==> src/design/vlsu_defines.svh <==
// VLSU_ELENB must equal VLSU_ELEN / 8 and VLSU_ID_WIDTH must address VLSU_NR_OUTSTANDING slots
`ifndef VLSU_DEFINES_SVH
`define VLSU_DEFINES_SVH

// Data word
`define VLSU_ELEN           32
`define VLSU_ELENB          4

// Reorder buffer
`define VLSU_NR_OUTSTANDING 4
`define VLSU_ID_WIDTH       2

// Request fields
`define VLSU_VL_WIDTH       8
`define VLSU_INSN_ID_WIDTH  4

// Vector register file geometry
`define VLSU_NR_VREGS       32
`define VLSU_VELE           8

`endif

==> src/design/vlsu_pkg.sv <==
// Types shared by all VLSU units and the bench; element width code 2'd3 is not a legal request
`include "vlsu_defines.svh"

package vlsu_pkg;

  // Element width of a vector memory instruction
  typedef enum logic [1:0] {
    EW_8  = 2'd0,
    EW_16 = 2'd1,
    EW_32 = 2'd2
  } elem_width_e;

  typedef logic [`VLSU_ELEN-1:0]          word_t;
  typedef logic [`VLSU_ELENB-1:0]         strb_t;
  typedef logic [`VLSU_VL_WIDTH-1:0]      vl_t;
  typedef logic [`VLSU_ID_WIDTH-1:0]      rob_id_t;
  typedef logic [`VLSU_INSN_ID_WIDTH-1:0] insn_id_t;

  typedef logic [$clog2(`VLSU_NR_VREGS)-1:0] vreg_t;

  // vd * VLSU_VELE + word index
  typedef logic [$clog2(`VLSU_NR_VREGS*`VLSU_VELE)-1:0] vreg_addr_t;

endpackage

==> src/design/vlsu_op_if.sv <==
// Active instruction fields are only meaningful while active is high
`timescale 1ns/1ps
`include "vlsu_defines.svh"

interface vlsu_op_if
  import vlsu_pkg::*;
();

  logic  active;
  logic  is_load;
  word_t base_addr;
  vreg_t vd;
  vl_t   vl_bytes;
  // High in the acceptance cycle only
  logic  start;

  modport ctrl_mp (
    output active,
    output is_load,
    output base_addr,
    output vd,
    output vl_bytes,
    output start
  );

  modport unit_mp (
    input active,
    input is_load,
    input base_addr,
    input vd,
    input vl_bytes,
    input start
  );

endinterface

==> src/design/vlsu_ctrl.sv <==
// One instruction at a time; vl times the element size must stay below 2**VLSU_VL_WIDTH
`timescale 1ns/1ps
`include "vlsu_defines.svh"

module vlsu_ctrl
  import vlsu_pkg::*;
(
  input  logic        clk_i,
  input  logic        rst_i,
  input  logic        req_valid_i,
  output logic        req_ready_o,
  input  logic        req_is_load_i,
  input  elem_width_e req_ew_i,
  input  vl_t         req_vl_i,
  input  word_t       req_addr_i,
  input  vreg_t       req_vd_i,
  input  insn_id_t    req_id_i,
  input  logic        mem_done_i,
  input  logic        vreg_done_i,
  output logic        rsp_valid_o,
  output insn_id_t    rsp_id_o,
  output vreg_t       rsp_vd_o,
  vlsu_op_if.ctrl_mp  op
);

  logic     active_q;
  logic     rsp_valid_q;
  logic     is_load_q;
  word_t    addr_q;
  vreg_t    vd_q;
  insn_id_t id_q;
  vl_t      vl_bytes_q;
  vl_t      vl_bytes_d;
  logic     accept;
  logic     start;
  logic     finish;

  assign req_ready_o = ~active_q;
  assign accept      = req_valid_i & req_ready_o;
  // Zero-length requests are taken and dropped
  assign start       = accept & (req_vl_i != '0);
  assign finish      = active_q & mem_done_i & vreg_done_i;

  // Element count to byte count
  always_comb begin
    case (req_ew_i)
      EW_8:    vl_bytes_d = req_vl_i;
      EW_16:   vl_bytes_d = req_vl_i << 1;
      EW_32:   vl_bytes_d = req_vl_i << 2;
      default: vl_bytes_d = '0;
    endcase
  end

  ////////////////////////////////////////////////////////////////////////////
  // Instruction state
  always_ff @(posedge clk_i) begin
    if (rst_i) begin
      active_q    <= 1'b0;
      rsp_valid_q <= 1'b0;
    end else begin
      rsp_valid_q <= finish;
      if (start) begin
        active_q <= 1'b1;
      end else if (finish) begin
        active_q <= 1'b0;
      end
    end
  end

  always_ff @(posedge clk_i) begin
    if (start) begin
      is_load_q  <= req_is_load_i;
      addr_q     <= req_addr_i;
      vd_q       <= req_vd_i;
      id_q       <= req_id_i;
      vl_bytes_q <= vl_bytes_d;
    end
  end

  // Id and vd stay put through the response cycle
  assign rsp_valid_o = rsp_valid_q;
  assign rsp_id_o    = id_q;
  assign rsp_vd_o    = vd_q;

  assign op.active    = active_q;
  assign op.is_load   = is_load_q;
  assign op.base_addr = addr_q;
  assign op.vd        = vd_q;
  assign op.vl_bytes  = vl_bytes_q;
  assign op.start     = start;

  // Nothing new is taken while either side still moves data
  a_one_in_flight: assert property (@(posedge clk_i) disable iff (rst_i)
    !(mem_done_i && vreg_done_i) |-> !accept);

endmodule

==> src/design/vlsu_byte_counter.sv <==
// Counts whole words from byte zero; vl_bytes must hold still while the instruction is active
`timescale 1ns/1ps
`include "vlsu_defines.svh"

module vlsu_byte_counter
  import vlsu_pkg::*;
(
  input  logic       clk_i,
  input  logic       rst_i,
  vlsu_op_if.unit_mp op,
  input  logic       advance_i,
  output logic       pending_o,
  output logic       last_o,
  output strb_t      strb_o,
  output vl_t        word_idx_o
);

  localparam int unsigned WordShift = $clog2(`VLSU_ELENB);

  vl_t count_q;
  vl_t remaining;

  assign remaining  = op.vl_bytes - count_q;
  assign pending_o  = op.active & (count_q < op.vl_bytes);
  assign last_o     = pending_o & (remaining <= vl_t'(`VLSU_ELENB));
  assign word_idx_o = count_q >> WordShift;

  // Lowest remaining bytes of the current word
  always_comb begin
    for (int k = 0; k < `VLSU_ELENB; k++) begin
      strb_o[k] = remaining > vl_t'(k);
    end
  end

  always_ff @(posedge clk_i) begin
    if (rst_i) begin
      count_q <= '0;
    end else if (op.start) begin
      count_q <= '0;
    end else if (advance_i) begin
      // Saturate on the short last word
      count_q <= last_o ? op.vl_bytes : count_q + vl_t'(`VLSU_ELENB);
    end
  end

  // The datapath only moves a word when this side still owes one
  a_advance_pending: assert property (@(posedge clk_i) disable iff (rst_i)
    advance_i |-> pending_o);

endmodule

==> src/design/vlsu_rob.sv <==
// Ids are handed out in ring order; alloc_i must stay low while full_o is high
`timescale 1ns/1ps
`include "vlsu_defines.svh"

module vlsu_rob
  import vlsu_pkg::*;
(
  input  logic    clk_i,
  input  logic    rst_i,
  input  logic    alloc_i,
  output rob_id_t alloc_id_o,
  output logic    full_o,
  input  logic    fill_i,
  input  rob_id_t fill_id_i,
  input  word_t   fill_data_i,
  output logic    head_valid_o,
  output word_t   head_data_o,
  input  logic    pop_i
);

  localparam int unsigned Depth = `VLSU_NR_OUTSTANDING;

  word_t            data_q [Depth];
  logic [Depth-1:0] busy_q;
  logic [Depth-1:0] filled_q;
  rob_id_t          alloc_ptr_q;
  rob_id_t          head_ptr_q;

  function automatic rob_id_t next_id(input rob_id_t id);
    return (id == rob_id_t'(Depth - 1)) ? '0 : id + rob_id_t'(1);
  endfunction

  // Ring is full when the next slot to hand out is still in use
  assign full_o       = busy_q[alloc_ptr_q];
  assign alloc_id_o   = alloc_ptr_q;
  assign head_valid_o = filled_q[head_ptr_q];
  assign head_data_o  = data_q[head_ptr_q];

  always_ff @(posedge clk_i) begin
    if (rst_i) begin
      busy_q      <= '0;
      filled_q    <= '0;
      alloc_ptr_q <= '0;
      head_ptr_q  <= '0;
    end else begin
      if (pop_i) begin
        busy_q[head_ptr_q]   <= 1'b0;
        filled_q[head_ptr_q] <= 1'b0;
        head_ptr_q           <= next_id(head_ptr_q);
      end
      if (alloc_i) begin
        busy_q[alloc_ptr_q] <= 1'b1;
        alloc_ptr_q         <= next_id(alloc_ptr_q);
      end
      if (fill_i) begin
        filled_q[fill_id_i] <= 1'b1;
      end
    end
  end

  always_ff @(posedge clk_i) begin
    if (fill_i) begin
      data_q[fill_id_i] <= fill_data_i;
    end
  end

  // A fill lands on a slot handed out earlier or in this very cycle
  a_fill_allocated: assert property (@(posedge clk_i) disable iff (rst_i)
    fill_i |-> busy_q[fill_id_i] || (alloc_i && fill_id_i == alloc_id_o));

  a_pop_filled: assert property (@(posedge clk_i) disable iff (rst_i)
    pop_i |-> head_valid_o);

endmodule

==> src/design/vlsu_datapath.sv <==
// Unit-stride transfers from a word-aligned base over one memory port and one register port
`timescale 1ns/1ps
`include "vlsu_defines.svh"

module vlsu_datapath
  import vlsu_pkg::*;
(
  vlsu_op_if.unit_mp op,
  // Memory-side counter
  input  logic       mem_pending_i,
  input  logic       mem_last_i,
  input  strb_t      mem_strb_i,
  input  vl_t        mem_word_idx_i,
  output logic       mem_advance_o,
  // Register-side counter
  input  logic       vreg_pending_i,
  input  strb_t      vreg_strb_i,
  input  vl_t        vreg_word_idx_i,
  output logic       vreg_advance_o,
  // Reorder buffer
  output logic       rob_alloc_o,
  input  rob_id_t    rob_alloc_id_i,
  input  logic       rob_full_i,
  output logic       rob_fill_o,
  output rob_id_t    rob_fill_id_o,
  output word_t      rob_fill_data_o,
  input  logic       rob_head_valid_i,
  input  word_t      rob_head_data_i,
  output logic       rob_pop_o,
  // Memory port
  output logic       mem_valid_o,
  input  logic       mem_ready_i,
  output word_t      mem_addr_o,
  output logic       mem_we_o,
  output strb_t      mem_strb_o,
  output word_t      mem_wdata_o,
  output rob_id_t    mem_id_o,
  output logic       mem_last_o,
  input  logic       mem_result_valid_i,
  input  rob_id_t    mem_result_id_i,
  input  word_t      mem_result_rdata_i,
  // Register file port
  output vreg_addr_t vrf_waddr_o,
  output word_t      vrf_wdata_o,
  output logic       vrf_we_o,
  output strb_t      vrf_wbe_o,
  input  logic       vrf_wvalid_i,
  output vreg_addr_t vrf_raddr_o,
  output logic       vrf_re_o,
  input  word_t      vrf_rdata_i,
  input  logic       vrf_rvalid_i
);

  logic       mem_fire;
  logic       vrf_wfire;
  logic       vrf_rfire;
  vreg_addr_t vreg_addr;

  ////////////////////////////////////////////////////////////////////////////
  // Addressing
  assign mem_addr_o = op.base_addr + (word_t'(mem_word_idx_i) << $clog2(`VLSU_ELENB));
  assign vreg_addr  = vreg_addr_t'(op.vd) * vreg_addr_t'(`VLSU_VELE)
                    + vreg_addr_t'(vreg_word_idx_i);

  assign vrf_waddr_o = vreg_addr;
  assign vrf_raddr_o = vreg_addr;

  // Buffer head feeds whichever side drains it
  assign vrf_wdata_o = rob_head_data_i;
  assign vrf_wbe_o   = vreg_strb_i;
  assign mem_wdata_o = rob_head_data_i;
  assign mem_strb_o  = mem_strb_i;
  assign mem_last_o  = mem_last_i;
  assign mem_we_o    = ~op.is_load;

  ////////////////////////////////////////////////////////////////////////////
  // Handshakes
  // Loads need a free slot, stores need a filled head
  assign mem_valid_o = mem_pending_i & (op.is_load ? ~rob_full_i : rob_head_valid_i);
  // Store ids simply follow the word order
  assign mem_id_o    = op.is_load ? rob_alloc_id_i : rob_id_t'(mem_word_idx_i);
  assign vrf_we_o    = op.is_load & vreg_pending_i & rob_head_valid_i;
  assign vrf_re_o    = ~op.is_load & vreg_pending_i & ~rob_full_i;

  assign mem_fire  = mem_valid_o & mem_ready_i;
  assign vrf_wfire = vrf_we_o & vrf_wvalid_i;
  assign vrf_rfire = vrf_re_o & vrf_rvalid_i;

  assign mem_advance_o  = mem_fire;
  assign vreg_advance_o = vrf_wfire | vrf_rfire;

  // Loads allocate on the memory request and stores on the register read
  assign rob_alloc_o     = op.is_load ? mem_fire : vrf_rfire;
  assign rob_fill_o      = op.is_load ? mem_result_valid_i : vrf_rfire;
  assign rob_fill_id_o   = op.is_load ? mem_result_id_i : rob_alloc_id_i;
  assign rob_fill_data_o = op.is_load ? mem_result_rdata_i : vrf_rdata_i;
  assign rob_pop_o       = op.is_load ? vrf_wfire : mem_fire;

endmodule

==> src/design/vlsu_top.sv <==
// Base address must be word aligned and a request must fit inside its vector register
`timescale 1ns/1ps
`include "vlsu_defines.svh"

module vlsu_top (
  input  logic                                          clk_i,
  input  logic                                          rst_i,
  // Instruction request and response
  input  logic                                          req_valid_i,
  output logic                                          req_ready_o,
  input  logic                                          req_is_load_i,
  input  logic [1:0]                                    req_ew_i,
  input  logic [`VLSU_VL_WIDTH-1:0]                     req_vl_i,
  input  logic [`VLSU_ELEN-1:0]                         req_addr_i,
  input  logic [$clog2(`VLSU_NR_VREGS)-1:0]             req_vd_i,
  input  logic [`VLSU_INSN_ID_WIDTH-1:0]                req_id_i,
  output logic                                          rsp_valid_o,
  output logic [`VLSU_INSN_ID_WIDTH-1:0]                rsp_id_o,
  output logic [$clog2(`VLSU_NR_VREGS)-1:0]             rsp_vd_o,
  // Memory port
  output logic                                          mem_valid_o,
  input  logic                                          mem_ready_i,
  output logic [`VLSU_ELEN-1:0]                         mem_addr_o,
  output logic                                          mem_we_o,
  output logic [`VLSU_ELENB-1:0]                        mem_strb_o,
  output logic [`VLSU_ELEN-1:0]                         mem_wdata_o,
  output logic [`VLSU_ID_WIDTH-1:0]                     mem_id_o,
  output logic                                          mem_last_o,
  input  logic                                          mem_result_valid_i,
  input  logic [`VLSU_ID_WIDTH-1:0]                     mem_result_id_i,
  input  logic [`VLSU_ELEN-1:0]                         mem_result_rdata_i,
  // Register file port
  output logic [$clog2(`VLSU_NR_VREGS*`VLSU_VELE)-1:0] vrf_waddr_o,
  output logic [`VLSU_ELEN-1:0]                         vrf_wdata_o,
  output logic                                          vrf_we_o,
  output logic [`VLSU_ELENB-1:0]                        vrf_wbe_o,
  input  logic                                          vrf_wvalid_i,
  output logic [$clog2(`VLSU_NR_VREGS*`VLSU_VELE)-1:0] vrf_raddr_o,
  output logic                                          vrf_re_o,
  input  logic [`VLSU_ELEN-1:0]                         vrf_rdata_i,
  input  logic                                          vrf_rvalid_i
);

  logic                          mem_pending;
  logic                          mem_last;
  logic [`VLSU_ELENB-1:0]        mem_strb;
  logic [`VLSU_VL_WIDTH-1:0]     mem_word_idx;
  logic                          mem_advance;
  logic                          vreg_pending;
  logic [`VLSU_ELENB-1:0]        vreg_strb;
  logic [`VLSU_VL_WIDTH-1:0]     vreg_word_idx;
  logic                          vreg_advance;
  logic                          rob_alloc;
  logic [`VLSU_ID_WIDTH-1:0]     rob_alloc_id;
  logic                          rob_full;
  logic                          rob_fill;
  logic [`VLSU_ID_WIDTH-1:0]     rob_fill_id;
  logic [`VLSU_ELEN-1:0]         rob_fill_data;
  logic                          rob_head_valid;
  logic [`VLSU_ELEN-1:0]         rob_head_data;
  logic                          rob_pop;

  vlsu_op_if op_if0 ();

  vlsu_ctrl ctrl0 (
    .req_ew_i    (vlsu_pkg::elem_width_e'(req_ew_i)),
    .mem_done_i  (~mem_pending),
    .vreg_done_i (~vreg_pending),
    .op          (op_if0),
    .*
  );

  vlsu_byte_counter mem_cnt0 (
    .clk_i      (clk_i),
    .rst_i      (rst_i),
    .op         (op_if0),
    .advance_i  (mem_advance),
    .pending_o  (mem_pending),
    .last_o     (mem_last),
    .strb_o     (mem_strb),
    .word_idx_o (mem_word_idx)
  );

  // Register side needs no last flag
  vlsu_byte_counter vreg_cnt0 (
    .clk_i      (clk_i),
    .rst_i      (rst_i),
    .op         (op_if0),
    .advance_i  (vreg_advance),
    .pending_o  (vreg_pending),
    .last_o     (),
    .strb_o     (vreg_strb),
    .word_idx_o (vreg_word_idx)
  );

  vlsu_rob rob0 (
    .clk_i        (clk_i),
    .rst_i        (rst_i),
    .alloc_i      (rob_alloc),
    .alloc_id_o   (rob_alloc_id),
    .full_o       (rob_full),
    .fill_i       (rob_fill),
    .fill_id_i    (rob_fill_id),
    .fill_data_i  (rob_fill_data),
    .head_valid_o (rob_head_valid),
    .head_data_o  (rob_head_data),
    .pop_i        (rob_pop)
  );

  // Memory and register file ports connect by name
  vlsu_datapath datapath0 (
    .op               (op_if0),
    .mem_pending_i    (mem_pending),
    .mem_last_i       (mem_last),
    .mem_strb_i       (mem_strb),
    .mem_word_idx_i   (mem_word_idx),
    .mem_advance_o    (mem_advance),
    .vreg_pending_i   (vreg_pending),
    .vreg_strb_i      (vreg_strb),
    .vreg_word_idx_i  (vreg_word_idx),
    .vreg_advance_o   (vreg_advance),
    .rob_alloc_o      (rob_alloc),
    .rob_alloc_id_i   (rob_alloc_id),
    .rob_full_i       (rob_full),
    .rob_fill_o       (rob_fill),
    .rob_fill_id_o    (rob_fill_id),
    .rob_fill_data_o  (rob_fill_data),
    .rob_head_valid_i (rob_head_valid),
    .rob_head_data_i  (rob_head_data),
    .rob_pop_o        (rob_pop),
    .*
  );

endmodule

==> config.mk <==
export PLATFORM = sky130hd
export DESIGN_NAME = vlsu_top
export DESIGN_NICKNAME = d
export VERILOG_FILES = /design/src/design/vlsu_pkg.sv /design/src/design/vlsu_op_if.sv /design/src/design/vlsu_ctrl.sv /design/src/design/vlsu_byte_counter.sv /design/src/design/vlsu_rob.sv /design/src/design/vlsu_datapath.sv /design/src/design/vlsu_top.sv
export VERILOG_INCLUDE_DIRS = /design/src /design/src/design
export SDC_FILE = /design/constraint.sdc
export NUM_CORES = 1
export LEC_CHECK = 0
export ABC_AREA = 1
export BUFFER_PORTS_ARGS = -buffer_cell sky130_fd_sc_hd__buf_2
export CAP_MARGIN = 20
export CORE_MARGIN = 2
export CORE_UTILIZATION = 50
export CTS_BUF_LIST = sky130_fd_sc_hd__clkbuf_4 sky130_fd_sc_hd__clkbuf_8 sky130_fd_sc_hd__clkbuf_16
export DETAILED_ROUTE_END_ITERATION = 6
export PLACE_DENSITY = 0.8
export SETUP_SLACK_MARGIN = 0.4
export SYNTH_ARGS = -nofsm -noshare
export SYNTH_HDL_FRONTEND = slang
export SYNTH_SLANG_ARGS = --single-unit
==> constraint.sdc <==
create_clock -name clk_i -period 5.26 [get_ports clk_i]
set_clock_uncertainty 0.05 [all_clocks]
set_input_delay 0 -clock clk_i [delete_from_list [all_inputs] [get_ports clk_i]]
set_output_delay 0 -clock clk_i [all_outputs]
set_load 0.05 [all_outputs]
==> out/metrics.csv <==
metric,value,unit
Initial DRC Count,669,
Clock Latency Late Sink,0.51,ns
ys flop type,edfxtp_1,
# diodes,0,
drt total wl,29300,µm
die width,152,µm
asr flop ratio synth,0,
"Net count, final",1709,
cell area after synthesis,11000,µm²
Congestion Overflow GR,0,
critical path class,flip-flop to flip-flop,
Final ANT Viol Nets,0,
post-synthesis register bit count,210,
worst r2r src,ctrl0.op.is_load,
routability cong.,0.872,
layout cell share with drive strength beyond 1,0.215,
Reg2Reg Depth,9,
Initial Util,0.505,
pwr/cell area,315,nW/µm²
worst hold path stage count,5,
Max clock buf depth,3,
hold_ws,0.0255,ns
WL per Instance,15.9,µm
Leakage,6.36,nW
yosys warns,0,
HP Start,vrf_rvalid_i,
Via density,5.21,
crit path max fanout,43,
Setup TNS Final,0,ns
RSZ-0062 raised after global routing,false,
residual DRC count,0,
type of origin of the critical path,flip-flop,
initial antenna violation count,0,
vias in the first global route,9642,
sequential cell area fraction in the yosys report,0.546,
Hold Crit Class,input pin to flip-flop,
Crit. End Element,flip-flop,
num rows,54,
Worst Tran Pin Value,1.00,ns
H-Tree Depth,1,
Setup Viol. Count Final,0,
flip-flop and latch area,5990,µm²
total number of vias,9590,
pins over their slew limit,0,
CTS Buf Count,23,
Fillers,1601,
clock root cell,clkbuf_16,
die area,23100,µm²
R2R Path End,rob0.data_q[0][13],
CTS tree,yes,
Final period util,0.619,
critical path cell sequence,buf_4 > inv_2 > or2_2 > o21ai_0 > inv_1 > nor2_1 > nand2_1 > inv_1 > buf_4,
CP max stage delay,0.47,ns
crit path time final,3.26,ns
max_slew headroom,0.331,
Die Y,152,µm
Fmax achieved,0.307,GHz
final count of hold timing violations,0,
core footprint,21700,µm²
WP data arrival,3.39,ns
Post-Syn Instances,1198,
num ports,263,
status,"finished, final reports clean",
Worst Hold Path EP,rob0.busy_q[1],
area of the multi-input gates,4000,µm²
"Slowest-stage cell, CP",inv_1,
IO buf count,262,
number of synthesized flops with an enable pin,178,
first-pass GRT wire length,46900,µm
Worst R2R Setup Slack,2.00,ns
pin count of the biggest net entering global routing,65,
Final HPWL DP,18000,µm
Syn Area/Cell,9.15,µm²
count of cell types in the netlist,43,
DRT Pass-1 Iters,5,
worst vdd ir,249,µV
syn nets,1362,
"Reg clk slew, reported paths",0.06,ns
Max-cap violations,0,
total track usage,0.245,
CP required,5.39,ns
clock sinks,210,
Area Growth Syn to Fin,30.6,%
[sequential cells by signal (all words and copies together), names as in the netlist, named ones only]
name	cells
ctrl0.rsp_valid_o	1
ctrl0.rsp_id_o	4
ctrl0.op.vl_bytes	8
rob0.data_q	128
ctrl0.op.is_load	1
rob0.busy_q	4
vreg_cnt0.count_q	8
ctrl0.op.base_addr	32
rob0.head_ptr_q	2
rob0.alloc_id_o	2
rob0.filled_q	4
ctrl0.op.vd	5
ctrl0.op.active	1
mem_cnt0.count_q	8
[cells in the final DEF (no fill, tap or decap), types with 14 or more instances in the layout]
master	Yosys	final
nor2_1	129	129
nand3_1	57	57
dfxtp_1	32	31
clkbuf_16	0	23
ha_1	35	35
edfxtp_1	178	178
xor2_1	15	15
o21ai_0	79	79
inv_1	126	125
buf_2	1	262
a21oi_1	23	23
xnor2_1	18	18
dlygate4sd3_1	0	127
nand4_1	14	14
nand2_1	306	306
o22ai_1	33	33
[cells by family (layout without fill, tap and decap cells)]
group | after synthesis | count (layout) | share of synthesized area
XOR/XNOR | 33 | 33 | 0.0264
AND/OR/NAND/NOR | 550 | 550 | 0.211
adder cells (fa/ha/maj) | 39 | 39 | 0.0472
AO/OA/AOI/OAI | 156 | 156 | 0.0806
flip-flops | 210 | 210 | 0.546
buffers and inverters | 210 | 572 | 0.0888
[metrics by stage]
step	power, W	area, µm²	instances	utilization	worst slack [ns]
after floorplan	0.00257	11000	1198	-	2.55
after global placement	0.00273	12200	1671	0.563	2.09
after detailed placement	0.00275	12200	1671	0.563	1.98
after CTS	0.00451	14300	1838	0.658	1.96
after global routing	0.00467	14300	1840	0.660	1.72
final	0.00451	14300	1840	0.660	2.00
[worst max-delay path by stage]
stage / slack (ns) / depth (start not counted) / to / from
after detailed placement: 1.98 / 9 / rob0.data_q[0][6] / ctrl0.op.is_load
after CTS: 1.96 / 9 / rob0.data_q[0][13] / ctrl0.op.is_load
after global placement: 2.09 / 9 / rob0.data_q[0][3] / ctrl0.op.is_load
final: 2.00 / 9 / rob0.data_q[0][13] / ctrl0.op.is_load
after floorplan: 2.55 / 6 / vrf_waddr_o[7] / ctrl0.op.vd[0]
after global routing: 1.72 / 9 / rob0.data_q[0][13] / ctrl0.op.is_load
[synthesized netlist by cell type, drive strengths merged, types with 22 or more instances]
library cell  count  area, µm²
nand2           310       1170
edfxtp          178       5350
nor2            135        532
inv             132        495
o21ai            84        424
nand3            62        343
buf              55        392
ha               35        438
o22ai            33        206
dfxtp            32        641
a21oi            23        115
clkbuf           22       82.6
[timing repair]
item	4_1_cts	5_1_grt
setup buffers	0	0
hold buffers	127	0
gates resized for setup	0	0
endpoints found under the hold margin	198	0
[power breakdown]
| part | internal, W | switching [W] |
|---|---|---|
| sequential | 0.00191 | 0.0000430 |
| combinational | 0.000268 | 0.000607 |
| clock | 0.00103 | 0.000656 |
| total | 0.00320 | 0.00131 |
[per-layer routing]
layer  up-vias  GRT usage  part of all wire
li1       4648          -                 -
met1      4438      0.292              0.39
met2       447      0.450              0.51
met3        57     0.0462             0.074
met4         0     0.0752             0.022
met5         -          0                 0
[cell type report]
type | instances | share of cell area
Sequential cell | 210 | 0.418
Multi-Input combinational cell | 778 | 0.280
Timing Repair Buffer | 399 | 0.188
Clock buffer | 26 | 0.0422
Inverter | 133 | 0.0349
Tap cell | 280 | 0.0245
Clock inverter | 14 | 0.0129
[worst max-delay path, delay by kind of cell (launching register included)]
kind	cells	cell delay [ns]
AO/OA/AOI/OAI	1	0.14
buffers and inverters	5	1.79
flip-flops	1	0.33
AND/OR/NAND/NOR	3	0.59
(Power assumes the default switching activity.)
